`src/common/axil_pkg.sv`:
```
package axil_pkg;

  // AXI-Lite bus geometry
  localparam int ADDR_WIDTH = 32;
  localparam int DATA_WIDTH = 32;
  localparam int STRB_WIDTH = DATA_WIDTH / 8;

  typedef logic [ADDR_WIDTH-1:0] addr_t;
  typedef logic [DATA_WIDTH-1:0] data_t;
  typedef logic [STRB_WIDTH-1:0] strb_t;

  // Response codes as carried on RRESP and BRESP
  typedef enum logic [1:0] {
    RESP_OKAY   = 2'b00,
    RESP_SLVERR = 2'b10,
    RESP_DECERR = 2'b11
  } resp_t;

endpackage
```
`src/common/cache_pkg.sv`:
```
package cache_pkg;

  // Direct-mapped geometry with one word per line
  localparam int NUM_SETS    = 4;
  localparam int OFFSET_BITS = 2;
  localparam int INDEX_BITS  = $clog2(NUM_SETS);
  localparam int TAG_BITS    = axil_pkg::ADDR_WIDTH - INDEX_BITS - OFFSET_BITS;

  typedef logic [INDEX_BITS-1:0] index_t;
  typedef logic [TAG_BITS-1:0]   tag_t;

  // Backing memory depth in words
  localparam int MEM_WORDS      = 256;
  localparam int MEM_INDEX_BITS = $clog2(MEM_WORDS);

  // Controller FSM with one request in flight
  typedef enum logic [2:0] {
    CACHE_IDLE,
    CACHE_LOOKUP,
    CACHE_FILL,
    CACHE_WRITE_MEM,
    CACHE_RESPOND
  } cache_state_t;

endpackage

```
`src/cache/cache_store.sv`:
```
module cache_store (
  input  logic            ACLK,
  input  logic            ARESETn,
  input  axil_pkg::addr_t req_addr,
  input  logic            line_we,
  input  axil_pkg::strb_t line_strb,
  input  axil_pkg::data_t line_wdata,
  output logic            hit,
  output axil_pkg::data_t line_data
);
  import axil_pkg::*;
  import cache_pkg::*;

  logic [NUM_SETS-1:0] valid_q;
  tag_t                tag_q  [NUM_SETS];
  data_t               data_q [NUM_SETS];

  index_t req_index;
  tag_t   req_tag;

  // Address splits into tag, index and byte offset
  assign req_index = req_addr[OFFSET_BITS +: INDEX_BITS];
  assign req_tag   = req_addr[ADDR_WIDTH-1 -: TAG_BITS];

  assign hit       = valid_q[req_index] && (tag_q[req_index] == req_tag);
  assign line_data = data_q[req_index];

  // All lines start invalid
  always_ff @(posedge ACLK) begin
    if (!ARESETn) begin
      valid_q <= '0;
    end else if (line_we) begin
      valid_q[req_index] <= 1'b1;
    end
  end

  always_ff @(posedge ACLK) begin
    if (line_we) begin
      tag_q[req_index] <= req_tag;
      for (int i = 0; i < STRB_WIDTH; i++) begin
        if (line_strb[i]) begin
          data_q[req_index][i*8 +: 8] <= line_wdata[i*8 +: 8];
        end
      end
    end
  end

endmodule

```
`config.mk`:
```
export PLATFORM = sky130hd
export DESIGN_NAME = cache_store
export DESIGN_NICKNAME = d
export VERILOG_FILES = /design/src/common/axil_pkg.sv /design/src/common/cache_pkg.sv /design/src/cache/cache_store.sv
export SDC_FILE = /design/constraint.sdc
export NUM_CORES = 1
export LEC_CHECK = 0
export BUFFER_PORTS_ARGS = -buffer_cell sky130_fd_sc_hd__buf_2
export CAP_MARGIN = 25
export CORE_MARGIN = 2
export CORE_UTILIZATION = 62
export DETAILED_ROUTE_END_ITERATION = 6
export GPL_ROUTABILITY_DRIVEN = 0
export PLACE_DENSITY = 0.83
export SYNTH_ARGS = -nofsm -noshare
export SYNTH_HDL_FRONTEND = slang
export SYNTH_SLANG_ARGS = --single-unit
```
`constraint.sdc`:
```
create_clock -name ACLK -period 6.7 [get_ports ACLK]
set_clock_uncertainty 0.1 [all_clocks]
set_input_delay 1.005 -clock ACLK [delete_from_list [all_inputs] [get_ports ACLK]]
set_output_delay 1.005 -clock ACLK [all_outputs]
set_load 0.005 [all_outputs]
```
# == Yosys cells after proc, flatten, opt, wreduce, memory -nomap -nowiden ==
# Memory sizes are Yosys's and may differ from the RTL's.
# Index checks and enable logic that the tools add are counted.
# op_classes
n_lt_le_gt_ge,2
n_eq_ne,1
muxes,18
bitwise_logic,1
n_reduce_logical,2
# ops
cell,count
$eq A28 B28 Y1,1
$mux W1,16
$or A4 B4 Y4,1
$lt A2 B3 Y1 const B,1
$bmux W1 S2,1
$demux W1 S2,1
$ge A2 B1 Y1 const B,1
$logic_and A1 B1 Y1,2
# word_totals
reg_bits,4
mem_bits_rw,240
inputBits,71
out_inout_bits,33
word_cells,27
memories,2
# memory_table
memory,depth,word_bits,rd,rd_ports_with_merged_regs,wr,line,text
data_q,4,32,1,0,1,cache_store.sv:16,data_t data_q [NUM_SETS];
tag_q,4,28,1,0,1,cache_store.sv:15,tag_t tag_q [NUM_SETS];

# == Depth between registers and ports, before layout ==
# logic_depth
ltp_word,5
ltp_mapped,9
ltp_nobuf,6

# == Least setup slack after synthesis ==
# Ideal clock, no wire load.
# synth_path
path_type,input to register
start,input port req_addr[2]
end,"memory data_q[0][0] in the netlist's numbering, enable pin"
setup_time_ps,333
arrival_time_ps,4457
t_required_ps,6267
setup_slack_ps,1810
cell_stages,6
path_buffers,4
path_cell_list,buf_6 buf_8 buf_6 buf_2 nor3b_1 and2_1
# synth_lines
element,line,text
"start, declared",cache_store.sv:4,"input axil_pkg::addr_t req_addr,"
"end, declared",cache_store.sv:16,
# Straight into the memory's write port.

# == Worst setup path after layout ==
# layout_path
start,input port req_addr[2]
end,output port hit
# layout_via
elab_chain_len,3
word_cells_on_any_way,5
cone_classes,eq/ne: 1; mux: 2; reduce/logical: 1; memory: 1
# layout_rtl
element,line,text
$mem_v2 Z4 W28 / $bmux W1 S2 (equally long branches),n/a,
$eq A28 B28 Y1 / $mux W1 (equally long branches),cache_store.sv:25,assign hit = valid_q[req_index] && (tag_q[req_index] == req_tag);
$logic_and A1 B1 Y1 (*),cache_store.sv:25,
"end, declared",cache_store.sv:8,"output logic hit,"
# Every way passes the cells marked *; elsewhere a longest branch is shown, timed or not. The select of a mux whose other input is x is not followed.

==> summary.txt <==
CTS sink count -> 244
CP max stage cell -> mux4_2
Grt ovf -> 0
Critical path arrival -> 3.43 ns
Total Power -> 3.19 mW
ANT nets after route -> 0
Yosys warnings -> 0
Post-Route WL -> 16100 um
Worst path top cell family by delay -> buffers and inverters
Post-Syn Area -> 9380 sq um
Core Footprint -> 14600 sq um
Row count -> 44
Worst r2r src -> valid_q[1]$_SDFFE_PN0P_
Setup crit end kind -> output pin
Wirelength per Cell -> 21.8 um
Register-to-Register Path Depth -> 1
Number of global-route vias before repair -> 4718
Status -> completed
Die area -> 16100 sq um
Total nets after synthesis -> 495
Largest fanout on the critical path -> 38
Initial core utilization -> 0.641
DP HPWL -> 10100 um
GRT Total Usage -> 0.204
Hold wc startpoint -> valid_q[3]$_SDFFE_PN0P_
Setup_tns -> 0 ns
DIE WIDTH -> 127 um
Largest net degree at the start of global routing -> 39
Setup violators final -> 0
Flops & latches, synth -> 244
Critical path launch point type -> input port
Worst EP required -> 5.59 ns
Fin nets -> 611
Synth Flop Type -> edfxtp_1
Worst hold path class -> register to register
Final Hold Fails -> 0
Hold path depth -> 1
Buffers plus inverters on the worst setup path -> 3
Syn avg cell area -> 22.1 sq um
Tmin final -> 4.53 ns
Post-Syn Instances -> 424
Hold_buf cts -> 0
CTS tree -> yes
Worst-case clock buffer depth -> 3
Initial antenna violation count -> 0
Hold EP -> valid_q[3]$_SDFFE_PN0P_
Via count -> 4450
Share of cells above drive strength 1 -> 0.350
CTS buffer count -> 24
CP max stage delay -> 0.56 ns
Register-to-register path setup slack -> 5.98 ns
Pwr dens -> 295 nW/um^2
Layout area overhead -> 15.2%
FF-to-FF End -> valid_q[1]$_SDFFE_PN0P_
Placed cell area -> 10100 sq um
Io pins -> 104
Crit Path Class -> input port to output pin
Worst Hold Slack -> 0.374 ns
Die Ht -> 127 um
Worst-Margin Slew -> 1.03 ns
Leak -> 3.66 nW
Register area -> 7290 sq um
Post-CTS Setup Bufs -> 0
Fmax -> 221 MHz
Multi-input logic area -> 1970 sq um
Seq/Total Area, Yosys -> 0.777
RSZ-0062 raised after global routing -> false
Post-synth EDFFs -> 240
Async set-reset flop share out of synthesis -> 0
Post-cts sizing count -> 0
Fillers -> 830
Peak VDD IR -> 0.255 mV
DR vias/cell -> 6.01
DRT iter0 DRCs -> 361
Clock Pin Slew Worst Setup and Hold Paths -> 0.06 ns
Finished Cell Area -> 10800 sq um
H-tree depth -> 1
Number of I/O port buffers -> 101
Slew headroom -> 0.309
DR pass1 iterations -> 4
Synth unique cells -> 37
Final Max Tran Viols -> 0
Clock latency on the worst-skew pair -> 0.50 ns
Fin crit share -> 0.677
DRC -> 0
Max-Cap Viols -> 0
Root Buffer -> clkbuf_16
CP Cell Sequence -> buf_4 > buf_16 > mux4_2 > xnor2_1 > nand4_1 > nor3_1 > nand3_1 > nor4_2 > buf_2
Global-route wire length before repair -> 25200 um
cell families after synthesis:
family / after synthesis / synth area share
flops: 244 / 0.777
buf+inv: 23 / 0.0145
simple gates: 41 / 0.0260
mux: 69 / 0.143
compound gates: 25 / 0.0191
xor+xnor: 22 / 0.0205
stage by stage:
| stage | util | std cells | setup WS, ns |
|---|---|---|---|
| 3_3_place_gp | 0.687 | 697 | 1.93 |
| 2_1_floorplan | - | 424 | 1.81 |
| 6_report | 0.738 | 741 | 2.17 |
| 5_1_grt | 0.738 | 739 | 2.02 |
| 4_1_cts | 0.738 | 739 | 2.09 |
| 3_5_place_dp | 0.688 | 698 | 2.09 |
area by class of cell:
| class | count | area share |
|---|---|---|
| multi-input combinational | 157 | 0.182 |
| antenna | 2 | 0.000463 |
| sequential | 244 | 0.674 |
| tap | 184 | 0.0213 |
| timing repair buffer | 107 | 0.0530 |
| clock buffer | 30 | 0.0596 |
| clock inverter | 11 | 0.00729 |
| inverter | 6 | 0.00208 |
state kept, by name, summed over array words and instances, names as in the netlist:
| name | flops |
|---|---|
| data_q | 128 |
| valid_q | 4 |
| tag_q | 112 |
cell usage after synthesis (3+ instances only):
cell	n	area [sq um]
mux2i_1	17	170
clkbuf_1	4	15.0
and3_1	3	18.8
dfxtp_1	4	80.1
mux4_2	52	1170
and2_1	16	100
inv_1	6	22.5
nand4_1	3	18.8
o21ai_0	6	30.0
o21a_1	4	30.0
edfxtp_1	240	7210
nand2_1	6	22.5
nor2_1	4	15.0
xnor2_1	21	184
buf_2	7	35.0
report_power, final:
part	internal (mW)	leakage (nW)	total, mW	switching (mW)
combinational	0.0950	1.09	0.200	0.105
clock	0.716	0.350	1.23	0.517
sequential	1.74	2.22	1.76	0.0149
total	2.55	3.66	3.19	0.636
cell usage in the layout (no fill, tap or decap), types with 4 or more instances in the layout:
cell type | netlist | final
o21ai_0 | 6 | 6
mux2i_1 | 17 | 17
xnor2_1 | 21 | 21
clkbuf_16 | 0 | 25
o21a_1 | 4 | 4
dfxtp_1 | 4 | 4
mux4_2 | 52 | 52
clkinv_1 | 0 | 6
clkbuf_1 | 4 | 5
edfxtp_1 | 240 | 240
buf_4 | 1 | 6
inv_1 | 6 | 6
buf_2 | 7 | 100
and2_1 | 16 | 16
nand2_1 | 6 | 6
layer usage:
metal  up-vias  GRT usage  routed length, um
met5         -          0                  0
met4         0     0.0472                323
met3        28     0.0515               1100
met2       134      0.345               8190
met1      2293      0.277               6510
li1       1995          -                  -
worst max-delay path by stage:
stage	from	endpoint	slack, ns	cells past startpoint
2_1_floorplan	req_addr[2]	data_q[0][0]$_DFFE_PP_	1.81	6
3_5_place_dp	req_addr[2]	hit	2.09	9
4_1_cts	req_addr[2]	hit	2.09	9
3_3_place_gp	req_addr[2]	hit	1.93	8
5_1_grt	req_addr[2]	hit	2.02	9
6_report	req_addr[2]	hit	2.17	9
Power figures use the tool's default switching activity.
