`src/common/axil_pkg.sv`:
```
package axil_pkg;

  // AXI-Lite bus geometry
  localparam int ADDR_WIDTH = 32;
  localparam int DATA_WIDTH = 32;
  localparam int STRB_WIDTH = DATA_WIDTH / 8;

  typedef logic [ADDR_WIDTH-1:0] addr_t;
  typedef logic [DATA_WIDTH-1:0] data_t;
  typedef logic [STRB_WIDTH-1:0] strb_t;

  // Response codes as carried on RRESP and BRESP
  typedef enum logic [1:0] {
    RESP_OKAY   = 2'b00,
    RESP_SLVERR = 2'b10,
    RESP_DECERR = 2'b11
  } resp_t;

endpackage
```
`src/common/cache_pkg.sv`:
```
package cache_pkg;

  // Direct-mapped geometry with one word per line
  localparam int NUM_SETS    = 4;
  localparam int OFFSET_BITS = 2;
  localparam int INDEX_BITS  = $clog2(NUM_SETS);
  localparam int TAG_BITS    = axil_pkg::ADDR_WIDTH - INDEX_BITS - OFFSET_BITS;

  typedef logic [INDEX_BITS-1:0] index_t;
  typedef logic [TAG_BITS-1:0]   tag_t;

  // Backing memory depth in words
  localparam int MEM_WORDS      = 256;
  localparam int MEM_INDEX_BITS = $clog2(MEM_WORDS);

  // Controller FSM with one request in flight
  typedef enum logic [2:0] {
    CACHE_IDLE,
    CACHE_LOOKUP,
    CACHE_FILL,
    CACHE_WRITE_MEM,
    CACHE_RESPOND
  } cache_state_t;

endpackage

```
`src/common/axil_if.sv`:
```
interface axil_if;
  import axil_pkg::*;

  logic  arvalid;
  logic  arready;
  addr_t araddr;

  logic  rvalid;
  logic  rready;
  data_t rdata;

  logic  awvalid;
  logic  awready;
  addr_t awaddr;

  logic  wvalid;
  logic  wready;
  data_t wdata;
  strb_t wstrb;

  logic  bvalid;
  logic  bready;

  // Cache side issues requests
  modport manager(
    output arvalid, araddr, rready, awvalid, awaddr, wvalid, wdata, wstrb, bready,
    input  arready, rvalid, rdata, awready, wready, bvalid
  );

  // Memory side answers them
  modport subord(
    input  arvalid, araddr, rready, awvalid, awaddr, wvalid, wdata, wstrb, bready,
    output arready, rvalid, rdata, awready, wready, bvalid
  );
endinterface

```
`src/cache/cache_ctrl.sv`:
```
module cache_ctrl (
  input  logic            ACLK,
  input  logic            ARESETn,
  input  logic            arvalid,
  output logic            arready,
  input  axil_pkg::addr_t araddr,
  output logic            rvalid,
  input  logic            rready,
  output axil_pkg::data_t rdata,
  input  logic            awvalid,
  output logic            awready,
  input  axil_pkg::addr_t awaddr,
  input  logic            wvalid,
  output logic            wready,
  input  axil_pkg::data_t wdata,
  input  axil_pkg::strb_t wstrb,
  output logic            bvalid,
  input  logic            bready,
  input  logic            hit,
  input  axil_pkg::data_t line_data,
  output axil_pkg::addr_t req_addr,
  output logic            line_we,
  output axil_pkg::strb_t line_strb,
  output axil_pkg::data_t line_wdata,
  axil_if.manager         mem
);
  import axil_pkg::*;
  import cache_pkg::*;

  cache_state_t state;
  data_t        req_data;
  strb_t        req_strb;
  logic         req_write;
  logic         ar_accept;
  logic         wr_accept;
  logic         fill_beat;
  logic         b_beat;

  // Reads win over writes when both arrive in the same idle cycle
  assign arready = (state == CACHE_IDLE);
  assign awready = (state == CACHE_IDLE) && !arvalid;
  assign wready  = (state == CACHE_IDLE) && !arvalid;

  assign ar_accept = arvalid && arready;
  assign wr_accept = awvalid && wvalid && awready && wready;

  // Memory requests always use the latched request
  assign mem.araddr = req_addr;
  assign mem.awaddr = req_addr;
  assign mem.wdata  = req_data;
  assign mem.wstrb  = req_strb;
  assign mem.rready = (state == CACHE_FILL);
  assign mem.bready = (state == CACHE_WRITE_MEM);

  assign fill_beat = (state == CACHE_FILL) && mem.rvalid;
  assign b_beat    = (state == CACHE_WRITE_MEM) && mem.bvalid;

  // Fill writes the whole word, a write hit merges under the request strobes
  assign line_we    = fill_beat || (b_beat && hit);
  assign line_strb  = fill_beat ? '1 : req_strb;
  assign line_wdata = fill_beat ? mem.rdata : req_data;

  always_ff @(posedge ACLK) begin
    if (!ARESETn) begin
      state       <= CACHE_IDLE;
      rvalid      <= 1'b0;
      bvalid      <= 1'b0;
      mem.arvalid <= 1'b0;
      mem.awvalid <= 1'b0;
      mem.wvalid  <= 1'b0;
    end else begin
      case (state)
        CACHE_IDLE: begin
          if (ar_accept) begin
            state <= CACHE_LOOKUP;
          end else if (wr_accept) begin
            state       <= CACHE_WRITE_MEM;
            mem.awvalid <= 1'b1;
            mem.wvalid  <= 1'b1;
          end
        end
        CACHE_LOOKUP: begin
          if (hit) begin
            rvalid <= 1'b1;
            state  <= CACHE_RESPOND;
          end else begin
            mem.arvalid <= 1'b1;
            state       <= CACHE_FILL;
          end
        end
        CACHE_FILL: begin
          if (mem.arvalid && mem.arready) begin
            mem.arvalid <= 1'b0;
          end
          if (fill_beat) begin
            rvalid <= 1'b1;
            state  <= CACHE_RESPOND;
          end
        end
        CACHE_WRITE_MEM: begin
          // AW and W go out together and are accepted together
          if (mem.awvalid && mem.awready && mem.wvalid && mem.wready) begin
            mem.awvalid <= 1'b0;
            mem.wvalid  <= 1'b0;
          end
          if (b_beat) begin
            bvalid <= 1'b1;
            state  <= CACHE_RESPOND;
          end
        end
        CACHE_RESPOND: begin
          if (req_write && bready) begin
            bvalid <= 1'b0;
            state  <= CACHE_IDLE;
          end else if (!req_write && rready) begin
            rvalid <= 1'b0;
            state  <= CACHE_IDLE;
          end
        end
        default: state <= CACHE_IDLE;
      endcase
    end
  end

  // Request payload and read data
  always_ff @(posedge ACLK) begin
    if (ar_accept) begin
      req_addr  <= araddr;
      req_write <= 1'b0;
    end else if (wr_accept) begin
      req_addr  <= awaddr;
      req_data  <= wdata;
      req_strb  <= wstrb;
      req_write <= 1'b1;
    end
    if ((state == CACHE_LOOKUP) && hit) begin
      rdata <= line_data;
    end else if (fill_beat) begin
      rdata <= mem.rdata;
    end
  end

endmodule

```
`src/flat_wrapper.sv`:
```
// flat-port wrapper written by rule: the top's interface ports become plain ports
module cache_ctrl_flat import axil_pkg::*; import cache_pkg::*;
  (ACLK, ARESETn, arvalid, arready, araddr, rvalid, rready, rdata, awvalid, awready, awaddr, wvalid, wready, wdata, wstrb, bvalid, bready, hit, line_data, req_addr, line_we, line_strb, line_wdata, mem_arvalid, mem_araddr, mem_rready, mem_awvalid, mem_awaddr, mem_wvalid, mem_wdata, mem_wstrb, mem_bready, mem_arready, mem_rvalid, mem_rdata, mem_awready, mem_wready, mem_bvalid);
  axil_if mem_i ();
  input  logic ACLK;
  input  logic ARESETn;
  input  logic arvalid;
  output logic arready;
  input  axil_pkg::addr_t araddr;
  output logic rvalid;
  input  logic rready;
  output axil_pkg::data_t rdata;
  input  logic awvalid;
  output logic awready;
  input  axil_pkg::addr_t awaddr;
  input  logic wvalid;
  output logic wready;
  input  axil_pkg::data_t wdata;
  input  axil_pkg::strb_t wstrb;
  output logic bvalid;
  input  logic bready;
  input  logic hit;
  input  axil_pkg::data_t line_data;
  output axil_pkg::addr_t req_addr;
  output logic line_we;
  output axil_pkg::strb_t line_strb;
  output axil_pkg::data_t line_wdata;
  output wire logic [$bits(mem_i.arvalid)-1:0] mem_arvalid;
  output wire logic [$bits(mem_i.araddr)-1:0] mem_araddr;
  output wire logic [$bits(mem_i.rready)-1:0] mem_rready;
  output wire logic [$bits(mem_i.awvalid)-1:0] mem_awvalid;
  output wire logic [$bits(mem_i.awaddr)-1:0] mem_awaddr;
  output wire logic [$bits(mem_i.wvalid)-1:0] mem_wvalid;
  output wire logic [$bits(mem_i.wdata)-1:0] mem_wdata;
  output wire logic [$bits(mem_i.wstrb)-1:0] mem_wstrb;
  output wire logic [$bits(mem_i.bready)-1:0] mem_bready;
  input wire logic [$bits(mem_i.arready)-1:0] mem_arready;
  input wire logic [$bits(mem_i.rvalid)-1:0] mem_rvalid;
  input wire logic [$bits(mem_i.rdata)-1:0] mem_rdata;
  input wire logic [$bits(mem_i.awready)-1:0] mem_awready;
  input wire logic [$bits(mem_i.wready)-1:0] mem_wready;
  input wire logic [$bits(mem_i.bvalid)-1:0] mem_bvalid;
  assign mem_arvalid = mem_i.arvalid;
  assign mem_araddr = mem_i.araddr;
  assign mem_rready = mem_i.rready;
  assign mem_awvalid = mem_i.awvalid;
  assign mem_awaddr = mem_i.awaddr;
  assign mem_wvalid = mem_i.wvalid;
  assign mem_wdata = mem_i.wdata;
  assign mem_wstrb = mem_i.wstrb;
  assign mem_bready = mem_i.bready;
  assign mem_i.arready = mem_arready;
  assign mem_i.rvalid = mem_rvalid;
  assign mem_i.rdata = mem_rdata;
  assign mem_i.awready = mem_awready;
  assign mem_i.wready = mem_wready;
  assign mem_i.bvalid = mem_bvalid;
  cache_ctrl u_core (.ACLK(ACLK), .ARESETn(ARESETn), .arvalid(arvalid), .arready(arready), .araddr(araddr), .rvalid(rvalid), .rready(rready), .rdata(rdata), .awvalid(awvalid), .awready(awready), .awaddr(awaddr), .wvalid(wvalid), .wready(wready), .wdata(wdata), .wstrb(wstrb), .bvalid(bvalid), .bready(bready), .hit(hit), .line_data(line_data), .req_addr(req_addr), .line_we(line_we), .line_strb(line_strb), .line_wdata(line_wdata), .mem(mem_i));
endmodule
```
`config.mk`:
```
export PLATFORM = sky130hd
export DESIGN_NAME = cache_ctrl_flat
export DESIGN_NICKNAME = d
export VERILOG_FILES = /design/src/common/axil_pkg.sv /design/src/common/cache_pkg.sv /design/src/common/axil_if.sv /design/src/cache/cache_ctrl.sv /design/src/flat_wrapper.sv
export SDC_FILE = /design/constraint.sdc
export NUM_CORES = 1
export LEC_CHECK = 0
export BUFFER_PORTS_ARGS = -buffer_cell sky130_fd_sc_hd__buf_4
export CAP_MARGIN = 20
export CORE_AREA = 4 4 148 150
export CTS_CLUSTER_SIZE = 40
export DETAILED_ROUTE_END_ITERATION = 8
export DIE_AREA = 0 0 152 154
export HOLD_SLACK_MARGIN = 0.15
export SYNTH_ARGS = -nofsm -noshare
export SYNTH_HDL_FRONTEND = slang
export SYNTH_SLANG_ARGS = --single-unit
```
`constraint.sdc`:
```
create_clock -name ACLK -period 4.9 [get_ports ACLK]
set_input_delay 0.98 -clock ACLK [delete_from_list [all_inputs] [get_ports ACLK]]
set_output_delay 0.98 -clock ACLK [all_outputs]
set_load 0.1 [all_outputs]
```
# == After elaboration in Yosys (flattened, before gate mapping) ==
# Cells that the tools add are included.
# totals
mem_count,0
in_bits,177
elab_cells,88
latch_bits,0
mem_bits_rw,0
output_inout_bits,211
romBits,0
register_bits,108
# classes
muxes,29
div_mod_pow,0
n_addsub,0
shift,0
reduce_logical,31
order_cmp,0
mul,0
n_eq_ne,17
bitwise,1
# op_table
op,count
$mux 32,5
$mux 3,7
$logic_and 1x1->1,15
$pmux 3 s5,1
$ne 2x1->1 const B,6
$mux 1,11
$ne 2x2->1 const B,5
$reduce_bool 2->1,5
$reduce_and 4->1,2
$eq 3x2->1 const B,2
$pmux 1 s2,3
$reduce_and 3->1,2
$reduce_and 5->1,1
$mux 4,1
$eq 3x1->1 const B,1
$eq 3x3->1 const B,1
$logic_not 3->1,1
$ne 3x1->1 const B,1
$ne 3x3->1 const B,1
$pmux 1 s3,1
$reduce_bool 3->1,1
$logic_not 1->1,2
$reduce_and 2->1,1
$logic_or 1x1->1,1
$not 1->1,1

# == Logic depth before layout (Yosys ltp) ==
# Gate-level depths: netlist of run 1.
# depth
word_depth,7
mapped_depth,6
mapped_depth_nobuf,3

# == Least setup slack after synthesis of run 1 ==
# OpenSTA, ideal clock, no wires.
# synth_timing
path_kind,input port to flip-flop
from,input arvalid
to,"register u_core.req_data[0], in the netlist u_core.mem.wdata[0] (enable)"
stages,2
setup_time_ps,399
arrival_ps,3883
n_path_buf,0
slack_ps,619
t_required_ps,4501
path_cell_list,nor4_2 -> and3_1
# synth_between
elab_chain_cells,5
word_cells_on_any_way,7
cone_classes,bitwise: 1; reduce/logical: 6
# synth_rtl
element,line_no,source
start: declaration,flat_wrapper.sv:7,input logic arvalid;
$logic_not 1->1,"cache_ctrl.sv:41, cache_ctrl.sv:42",
$logic_and 1x1->1,"cache_ctrl.sv:41, cache_ctrl.sv:42",
$logic_and 1x1->1 (2 in a row),cache_ctrl.sv:45,assign wr_accept = awvalid && wvalid && awready && wready;
$reduce_and 2->1 (no source line) *,-,
end signal: assignment,cache_ctrl.sv:132,req_data <= wdata;
end: declaration,cache_ctrl.sv:31,data_t req_data;
# Mark *: on every way between the ends. The rest lies on a longest branch, timed or not.
# A chain may end at the register's enable or synchronous reset.

# == Final worst setup path of run 1 ==
# layout_timing
from,register u_core.state[1]
to,output line_wdata[3]
# layout_between
elab_chain_cells,3
# layout_rtl
element,line_no,source
start: declaration,cache_ctrl.sv:30,cache_state_t state;
start signal: assignment,cache_ctrl.sv:65,state <= CACHE_IDLE;
start signal: assignment,cache_ctrl.sv:75,state <= CACHE_LOOKUP;
start signal: assignment,cache_ctrl.sv:77,state <= CACHE_WRITE_MEM;
$eq 3x2->1,cache_ctrl.sv:55,assign fill_beat = (state == CACHE_FILL) && mem.rvalid;
$logic_and 1x1->1,cache_ctrl.sv:55,
$mux 32,cache_ctrl.sv:61,assign line_wdata = fill_beat ? mem.rdata : req_data;
end: declaration,flat_wrapper.sv:27,output axil_pkg::data_t line_wdata;
# No other way between the ends.

==> results of run 1 <==
metrics by stage:
step                      total power [uW]  util (%)  std cells
final                                 3680      39.4        932
after global routing                  3800      39.4        932
after floorplan                       2670         -        332
after global placement                2980      38.0        915
after detailed placement              2990      38.0        915
after CTS                             3730      39.4        931
power groups by stage:
| stage | clock [uW] | sequential [uW] | combinational, uW |
|---|---|---|---|
| after CTS | 752 | 1180 | 1790 |
| after global routing | 789 | 1190 | 1830 |
| after global placement | 0 | 1200 | 1790 |
| final | 719 | 1180 | 1780 |
| after detailed placement | 0 | 1200 | 1790 |
| after floorplan | 0 | 1670 | 1000 |
flip-flops by register name, indices dropped and copies added (netlist names), 3 cells and up:
register	cells
u_core.mem.araddr	32
u_core.mem.wdata	32
u_core.rdata	32
u_core.mem.wstrb	4
u_core.state	3
layout make-up:
class	instances	area, um2
Tap cell	275	344
Clock buffer	9	225
Inverter	1	3.75
Antenna cell	1	2.50
Sequential cell	108	3160
Clock inverter	7	66.3
Fill cell	1994	12500
Timing Repair Buffer	389	2920
Multi-Input combinational cell	142	1430
metal layers:
| metal | vias to the layer above | global-route usage (%) | wire length (um) |
|---|---|---|---|
| met5 | - | 0 | 0 |
| met4 | 0 | 5.48 | 481 |
| met3 | 24 | 5.77 | 1750 |
| met2 | 248 | 26.5 | 9510 |
| met1 | 1882 | 16.6 | 6570 |
| li1 | 1805 | - | - |
worst min-delay path: cells and delay by family (launching register included):
kind / cells / cell delay, ns
DFF: 1 / 0.35
and+or+nand+nor: 1 / 0.08
AOI/OAI and AO/OA: 1 / 0.07
final timing paths:
| path | start | to | slack [ns] | cells after the start |
|---|---|---|---|---|
| setup / recovery | u_core.state[1] | line_wdata[3] | 1.51 | 4 |
| hold / removal | u_core.mem.arvalid | u_core.mem.arvalid | 0.53 | 2 |
| setup reg to reg | u_core.state[0] | u_core.rdata[29] | 2.51 | 3 |
| hold reg to reg | u_core.mem.arvalid | u_core.mem.arvalid | 0.53 | 2 |
cell families (layout without fill, tap and decap cells):
| logic type | after synthesis | count (layout) | share of synthesized area (%) |
|---|---|---|---|
| AO/OA/AOI/OAI | 15 | 15 | 1.94 |
| buffers and inverters | 82 | 406 | 12.2 |
| flip-flops | 108 | 108 | 60.6 |
| multiplexers | 98 | 98 | 21.3 |
| other | 0 | 1 | 0 |
| AND/OR/NAND/NOR | 29 | 29 | 3.91 |
layout by cell type (no fill, tap or decap), types with 2 or more instances in the layout:
cell type  count
nand2_1        3
mux2_4         3
nor2_1         3
buf_4        389
dfxtp_1        8
inv_6          2
and3_2         2
o31a_1         2
mux2_1        29
or2_2          4
clkbuf_16      9
o21ai_0        3
edfxtp_1     100
clkinv_4       2
mux2_2        65
nand3b_1       2
nor4bb_1       2
a21oi_1        4
==> impl_metrics.py, run 1 <==
metrics = {
    "power_and_ir_drop": {
        "p_sw_share_pct": 49.8,
        "power_report.internal_total_uw": 1850,
        "power_density_mw_per_mm2": 451,
        "seq_power_share_pct": 32.1,
        "pwr-share-clk_pct": 19.6,
        "power.static_leakage_uw": 0.00352,
        "irDropWorstVdd_uv": 146,
        "power_frac_comb_pct": 48.4,
        "switchingPower_uw": 1830,
    },
    "sta": {
        "final-max-slew-violation-count": 0,
        "fin_hold_viols": 0,
        "fin_crit_sh_pct": 69.2,
        "period_needed_ns": 3.39,
        "unrepaired_setup_endpoints_after_global_routing": "no",
        "max-slew-margin-rel_pct": 33.6,
        "timing.final.setup_violations": 0,
        "tns_ns": 0,
        "max_freq_mhz": 295,
        "fin_skew_ns": 0.00853,
        "final.setup.worst_slack_ns": 1.51,
        "timing_worst_slew_pin_value_ns": 0.997,
        "final.hold.worst_slack_ns": 0.527,
    },
    "worst_setup_path": {
        "largest_incremental_delay_on_the_critical_path_ns": 0.55,
        "cpLargestDelayFamily": "simple AND/OR/NAND/NOR gates",
        "timing_worst_setup_path_type": "reg2out",
        "arrival_ns": 2.41,
        "crit_path_end_kind": "primary output",
        "path_max_fanout": 39,
        "worstPathRequired_ns": 3.92,
        "critical_path.cell_chain": "nor3b_2 -> and2_4 -> mux2_2 -> buf_4",
        "critical_path.slowest_cell": "dfxtp_1",
        "critPathBufInv": 1,
        "critical_path_source_type": "flip-flop",
    },
    "clock_network": {
        "cts-root-to-sink-buffers": 2,
        "post_cts.repair.setup_buffers": 0,
        "numCtsBuffers": 9,
        "htreeDepth": 3,
        "cts-hold-fix-buffers": 0,
        "cts_tree": "yes",
        "post_cts_resize_count": 0,
        "clk_pin_slew_worst_paths_ns": 0.08,
        "insertion_delay_ns": 0.35,
        "clock-sinks": 108,
        "root_buffer": "clkbuf_16",
    },
    "synth": {
        "post-synth-top-area-cell": "edfxtp_1",
        "synth_cell_type_count": 37,
        "number_of_flip_flops_and_latches_in_the_synthesized_netlist": 108,
        "postSynth.asyncResetShare_pct": 0,
        "synth-seq-area-share_pct": 60.6,
        "synth.top_cell.area_share_pct": 57.5,
        "synth_edf_count": 100,
        "yosysWarnings": 0,
        "synth-main-ff-cell": "edfxtp_1",
        "syn_area_mm2": 0.00522,
        "postSynthNetCount": 509,
        "yosys.cell_count.top_type": "edfxtp_1",
        "cell_types_occupying_the_most_area_after_synthesis": "edfxtp_1 (58%), mux2_2 (14%), buf_4 (10%)",
        "syn_avg_cell_area_um2": 15.7,
        "yosys-top-cells-count": "edfxtp_1 (100), buf_4 (71), mux2_2 (65)",
        "synth_cells": 332,
    },
    "place": {
        "port_buffers": 387,
        "dpl_cell_area_mm2": 0.00786,
        "routabilityCongestion": 0.838,
        "place_hpwl_mm": 14.7,
        "pre_cts_ws_ns": 1.66,
    },
    "global_routing": {
        "global_route.overflow_total": 0,
        "via_count_of_the_first_global_routing_pass": 4503,
        "grt_start_max_net_pins": 40,
        "groute.usage.overall_pct": 15.0,
        "grt_first_pass_wirelength_mm": 27.0,
        "antenna_found_initial": 2,
    },
    "run_status": {
        "outcome": "completed",
    },
    "routing": {
        "dr_total_vias": 3959,
        "route.final.wire_length_mm": 18.3,
        "drt_first_pass_iters": 6,
        "route.detailed.vias_per_inst": 4.25,
        "detail_route.drc_violations": 0,
        "final_antenna_net_count": 0,
        "dr.first_iter.drc_count": 136,
        "wl_per_cell_um": 19.6,
    },
    "floorplanning": {
        "fp.coreArea_mm2": 0.0207,
        "die_height_um": 154,
        "initial_core_util_pct": 25.2,
        "io-pin-count": 388,
        "floorplan.rows": 53,
        "chipWidth_um": 152,
        "design.die.area_mm2": 0.0234,
    },
    "job": {
        "drv_cap": 0,
    },
    "worst_hold_path": {
        "hold_path_class": "reg2reg",
    },
    "layout": {
        "finish.net_count": 828,
        "design_area_mm2": 0.00815,
        "synthToLayoutAreaGrowth_pct": 56.2,
        "proportion_of_layout_cells_with_a_drive_suffix_above_1_pct": 73.9,
    },
}
Note: power is estimated with default switching activity, not from simulation.
==> run 2: changes to the inputs <==
--- a/config.mk
+++ b/config.mk
@@ -7,10 +7,10 @@
 export LEC_CHECK = 0
 export BUFFER_PORTS_ARGS = -buffer_cell sky130_fd_sc_hd__buf_4
 export CAP_MARGIN = 20
-export CORE_AREA = 4 4 148 150
+export CORE_AREA = 4 4 147 149
 export CTS_CLUSTER_SIZE = 40
 export DETAILED_ROUTE_END_ITERATION = 8
-export DIE_AREA = 0 0 152 154
+export DIE_AREA = 0 0 151 153
 export HOLD_SLACK_MARGIN = 0.15
 export SYNTH_ARGS = -nofsm -noshare
 export SYNTH_HDL_FRONTEND = slang
==> constraint.sdc (replaced) <==
create_clock -name ACLK -period 2.9 [get_ports ACLK]
set_input_delay 0.58 -clock ACLK [delete_from_list [all_inputs] [get_ports ACLK]]
set_output_delay 0.58 -clock ACLK [all_outputs]
set_load 0.1 [all_outputs]
==> run 2 against run 1 <==
  * Sequential power increased by 69%
  * Die area decreased by 1.3%
  * Final cell count increased by 1.1%
  * First-iteration DRC count decreased by 8.8%
  * Register-to-register slack got worse by 1.7 ns
  * Critical path depth increased by 1
  * Largest power group unchanged
==> impl_metrics.py, run 2 (same netlist as run 1, synthesis figures left out) <==
metrics = {
    "clock_network": {
        "clk_pin_slew_worst_paths_ns": 0.08,
        "clock-sinks": 108,
        "cts_tree": "yes",
        "htreeDepth": 3,
        "insertion_delay_ns": 0.34,
        "cts-root-to-sink-buffers": 2,
        "root_buffer": "clkbuf_16",
        "numCtsBuffers": 9,
    },
    "layout": {
        "layout.cells.most_common_list": "buf_4 (402), edfxtp_1 (100), mux2_2 (62)",
        "synthToLayoutAreaGrowth_pct": 60.3,
        "layout.core_utilization_pct": 41.5,
        "design_area_mm2": 0.00837,
        "insertedDiodeCount": 0,
        "layout.cells.most_common": "buf_4",
        "proportion_of_layout_cells_with_a_drive_suffix_above_1_pct": 74.9,
        "finish.net_count": 844,
    },
    "worst_setup_path": {
        "crit-reg2reg-launch": "u_core.state[2]",
        "cells_on_worst_reg2reg_path": 4,
        "largest_incremental_delay_on_the_critical_path_ns": 0.46,
        "arrival_ns": 2.23,
        "critical_path_source_type": "flip-flop",
        "timing_worst_setup_path_type": "reg2out",
        "path_max_fanout": 16,
        "regToRegSetupSlack_ns": 0.77,
        "critical_path.cell_chain": "nor3b_4 -> and2_4 -> buf_12 -> mux2_2 -> buf_4",
        "crit_path_end_kind": "primary output",
        "critPathBufInv": 2,
        "crit-reg2reg-capture": "u_core.rdata[4]",
        "critical_path.slowest_cell": "dfxtp_1",
        "cpLargestDelayFamily": "simple AND/OR/NAND/NOR gates",
        "worstPathRequired_ns": 2.32,
    },
    "global_routing": {
        "via_count_of_the_first_global_routing_pass": 4370,
        "grt_start_max_net_pins": 39,
        "grt_first_pass_wirelength_mm": 25.8,
        "antenna_found_initial": 0,
        "global_route.overflow_total": 0,
        "groute.usage.overall_pct": 14.7,
    },
    "sta": {
        "fin_skew_ns": 0.00918,
        "max_freq_mhz": 356,
        "final-max-slew-violation-count": 0,
        "timing_worst_slew_pin_value_ns": 0.556,
        "final.hold.worst_slack_ns": 0.400,
        "fin_crit_sh_pct": 96.7,
        "timing.final.setup_violations": 0,
        "period_needed_ns": 2.81,
        "max-slew-margin-rel_pct": 62.9,
        "fin_hold_viols": 0,
    },
    "worst_hold_path": {
        "hold_path_class": "in2reg",
        "worst_hold_path.endpoint": "u_core.mem.wdata[17]",
        "worstHoldPathCells": 1,
        "min_from": "wdata[17]",
    },
    "power_and_ir_drop": {
        "seq_power_share_pct": 31.3,
        "switchingPower_uw": 3110,
        "p_sw_share_pct": 49.0,
        "pwr-share-clk_pct": 20.5,
        "power.static_leakage_uw": 0.00364,
        "power_report.internal_total_uw": 3240,
        "power_density_mw_per_mm2": 759,
        "irDropWorstVdd_uv": 256,
        "power_frac_comb_pct": 48.1,
    },
    "place": {
        "dpl_cell_area_mm2": 0.00799,
        "place_hpwl_mm": 14.5,
        "routabilityCongestion": 0.811,
        "port_buffers": 387,
    },
    "floorplanning": {
        "die_height_um": 153,
        "chipWidth_um": 151,
        "io-pin-count": 388,
        "floorplan.rows": 52,
        "design.die.area_mm2": 0.0231,
        "initial_core_util_pct": 25.9,
        "fp.coreArea_mm2": 0.0202,
    },
    "routing": {
        "route.final.wire_length_mm": 18.1,
        "wl_per_cell_um": 19.2,
        "final_antenna_net_count": 0,
        "route.detailed.vias_per_inst": 4.26,
        "drt_first_pass_iters": 4,
        "detail_route.drc_violations": 0,
        "dr_total_vias": 4012,
        "dr.first_iter.drc_count": 124,
    },
    "job": {
        "drv_cap": 0,
    },
    "run_status": {
        "outcome": "completed",
    },
}
-- run 2: cell count changes in the layout (fill, tap and decap cells not counted), moves of 2 or more --
cell	previous run	this run
buf_4	389	402
or2_4	0	4
mux2_2	65	62
mux2_4	3	6
or2_2	4	1
buf_12	0	2
-- run 2: how the worst max path moves through the flow --
stage | from | endpoint | cells past startpoint
after detailed placement | u_core.state[1] | line_wdata[21] | 5
after global placement | u_core.state[1] | line_wdata[14] | 5
final | u_core.state[2] | line_wdata[20] | 5
after floorplan | u_core.state[1] | line_wdata[10] | 5
after CTS | u_core.state[1] | line_wdata[21] | 5
after global routing | u_core.state[2] | line_wdata[17] | 5
-- run 2: metal layers --
metal | global-route usage [%] | up-vias | wire length (um)
met4 | 2.89 | 0 | 110
met2 | 27.8 | 252 | 9760
met3 | 5.54 | 9 | 2090
met5 | 0 | - | 0
li1 | - | 1837 | -
met1 | 15.2 | 1914 | 6160
-- run 2: layout make-up --
cell class	count	area [um2]
multi-input cells	143	1490
clock buffers	10	229
repair buffers	404	3060
inverters	1	3.75
clock inverters	6	83.8
flip-flops and latches	108	3170
well taps	270	338
fillers	1937	11800
-- run 2: through the flow --
| step | worst slack (ns) | std cells | setup TNS (ns) | power (uW) |
|---|---|---|---|---|
| 2_1_floorplan | -0.0560 | 332 | -1.48 | 4530 |
| 3_3_place_gp | 0.457 | 918 | 0 | 5080 |
| 3_5_place_dp | 0.427 | 918 | 0 | 5090 |
| 4_1_cts | 0.0156 | 934 | 0 | 6430 |
| 5_1_grt | -0.0152 | 942 | -0.131 | 6580 |
| 6_report | 0.0946 | 942 | 0 | 6350 |
-- run 2: worst register-to-register path, delay by kind of cell (launching register included) --
| kind | cells | cell delay [ns] |
|---|---|---|
| simple gates | 3 | 1.15 |
| buf+inv | 1 | 0.24 |
| flops | 1 | 0.46 |
-- run 2: power groups by stage --
stage	combinational (uW)	clock [uW]	sequential, uW
2_1_floorplan	1710	0	2820
3_3_place_gp	3060	0	2020
3_5_place_dp	3070	0	2020
4_1_cts	3070	1370	1990
5_1_grt	3140	1440	2000
6_report	3060	1300	1990
-- run 2: what timing repair did --
action	4_1_cts	5_1_grt
endpoints found under the setup margin	0	18
hold buffers	0	0
resized for setup	0	1
endpoints found under the hold margin	0	0
buffers inserted	0	7
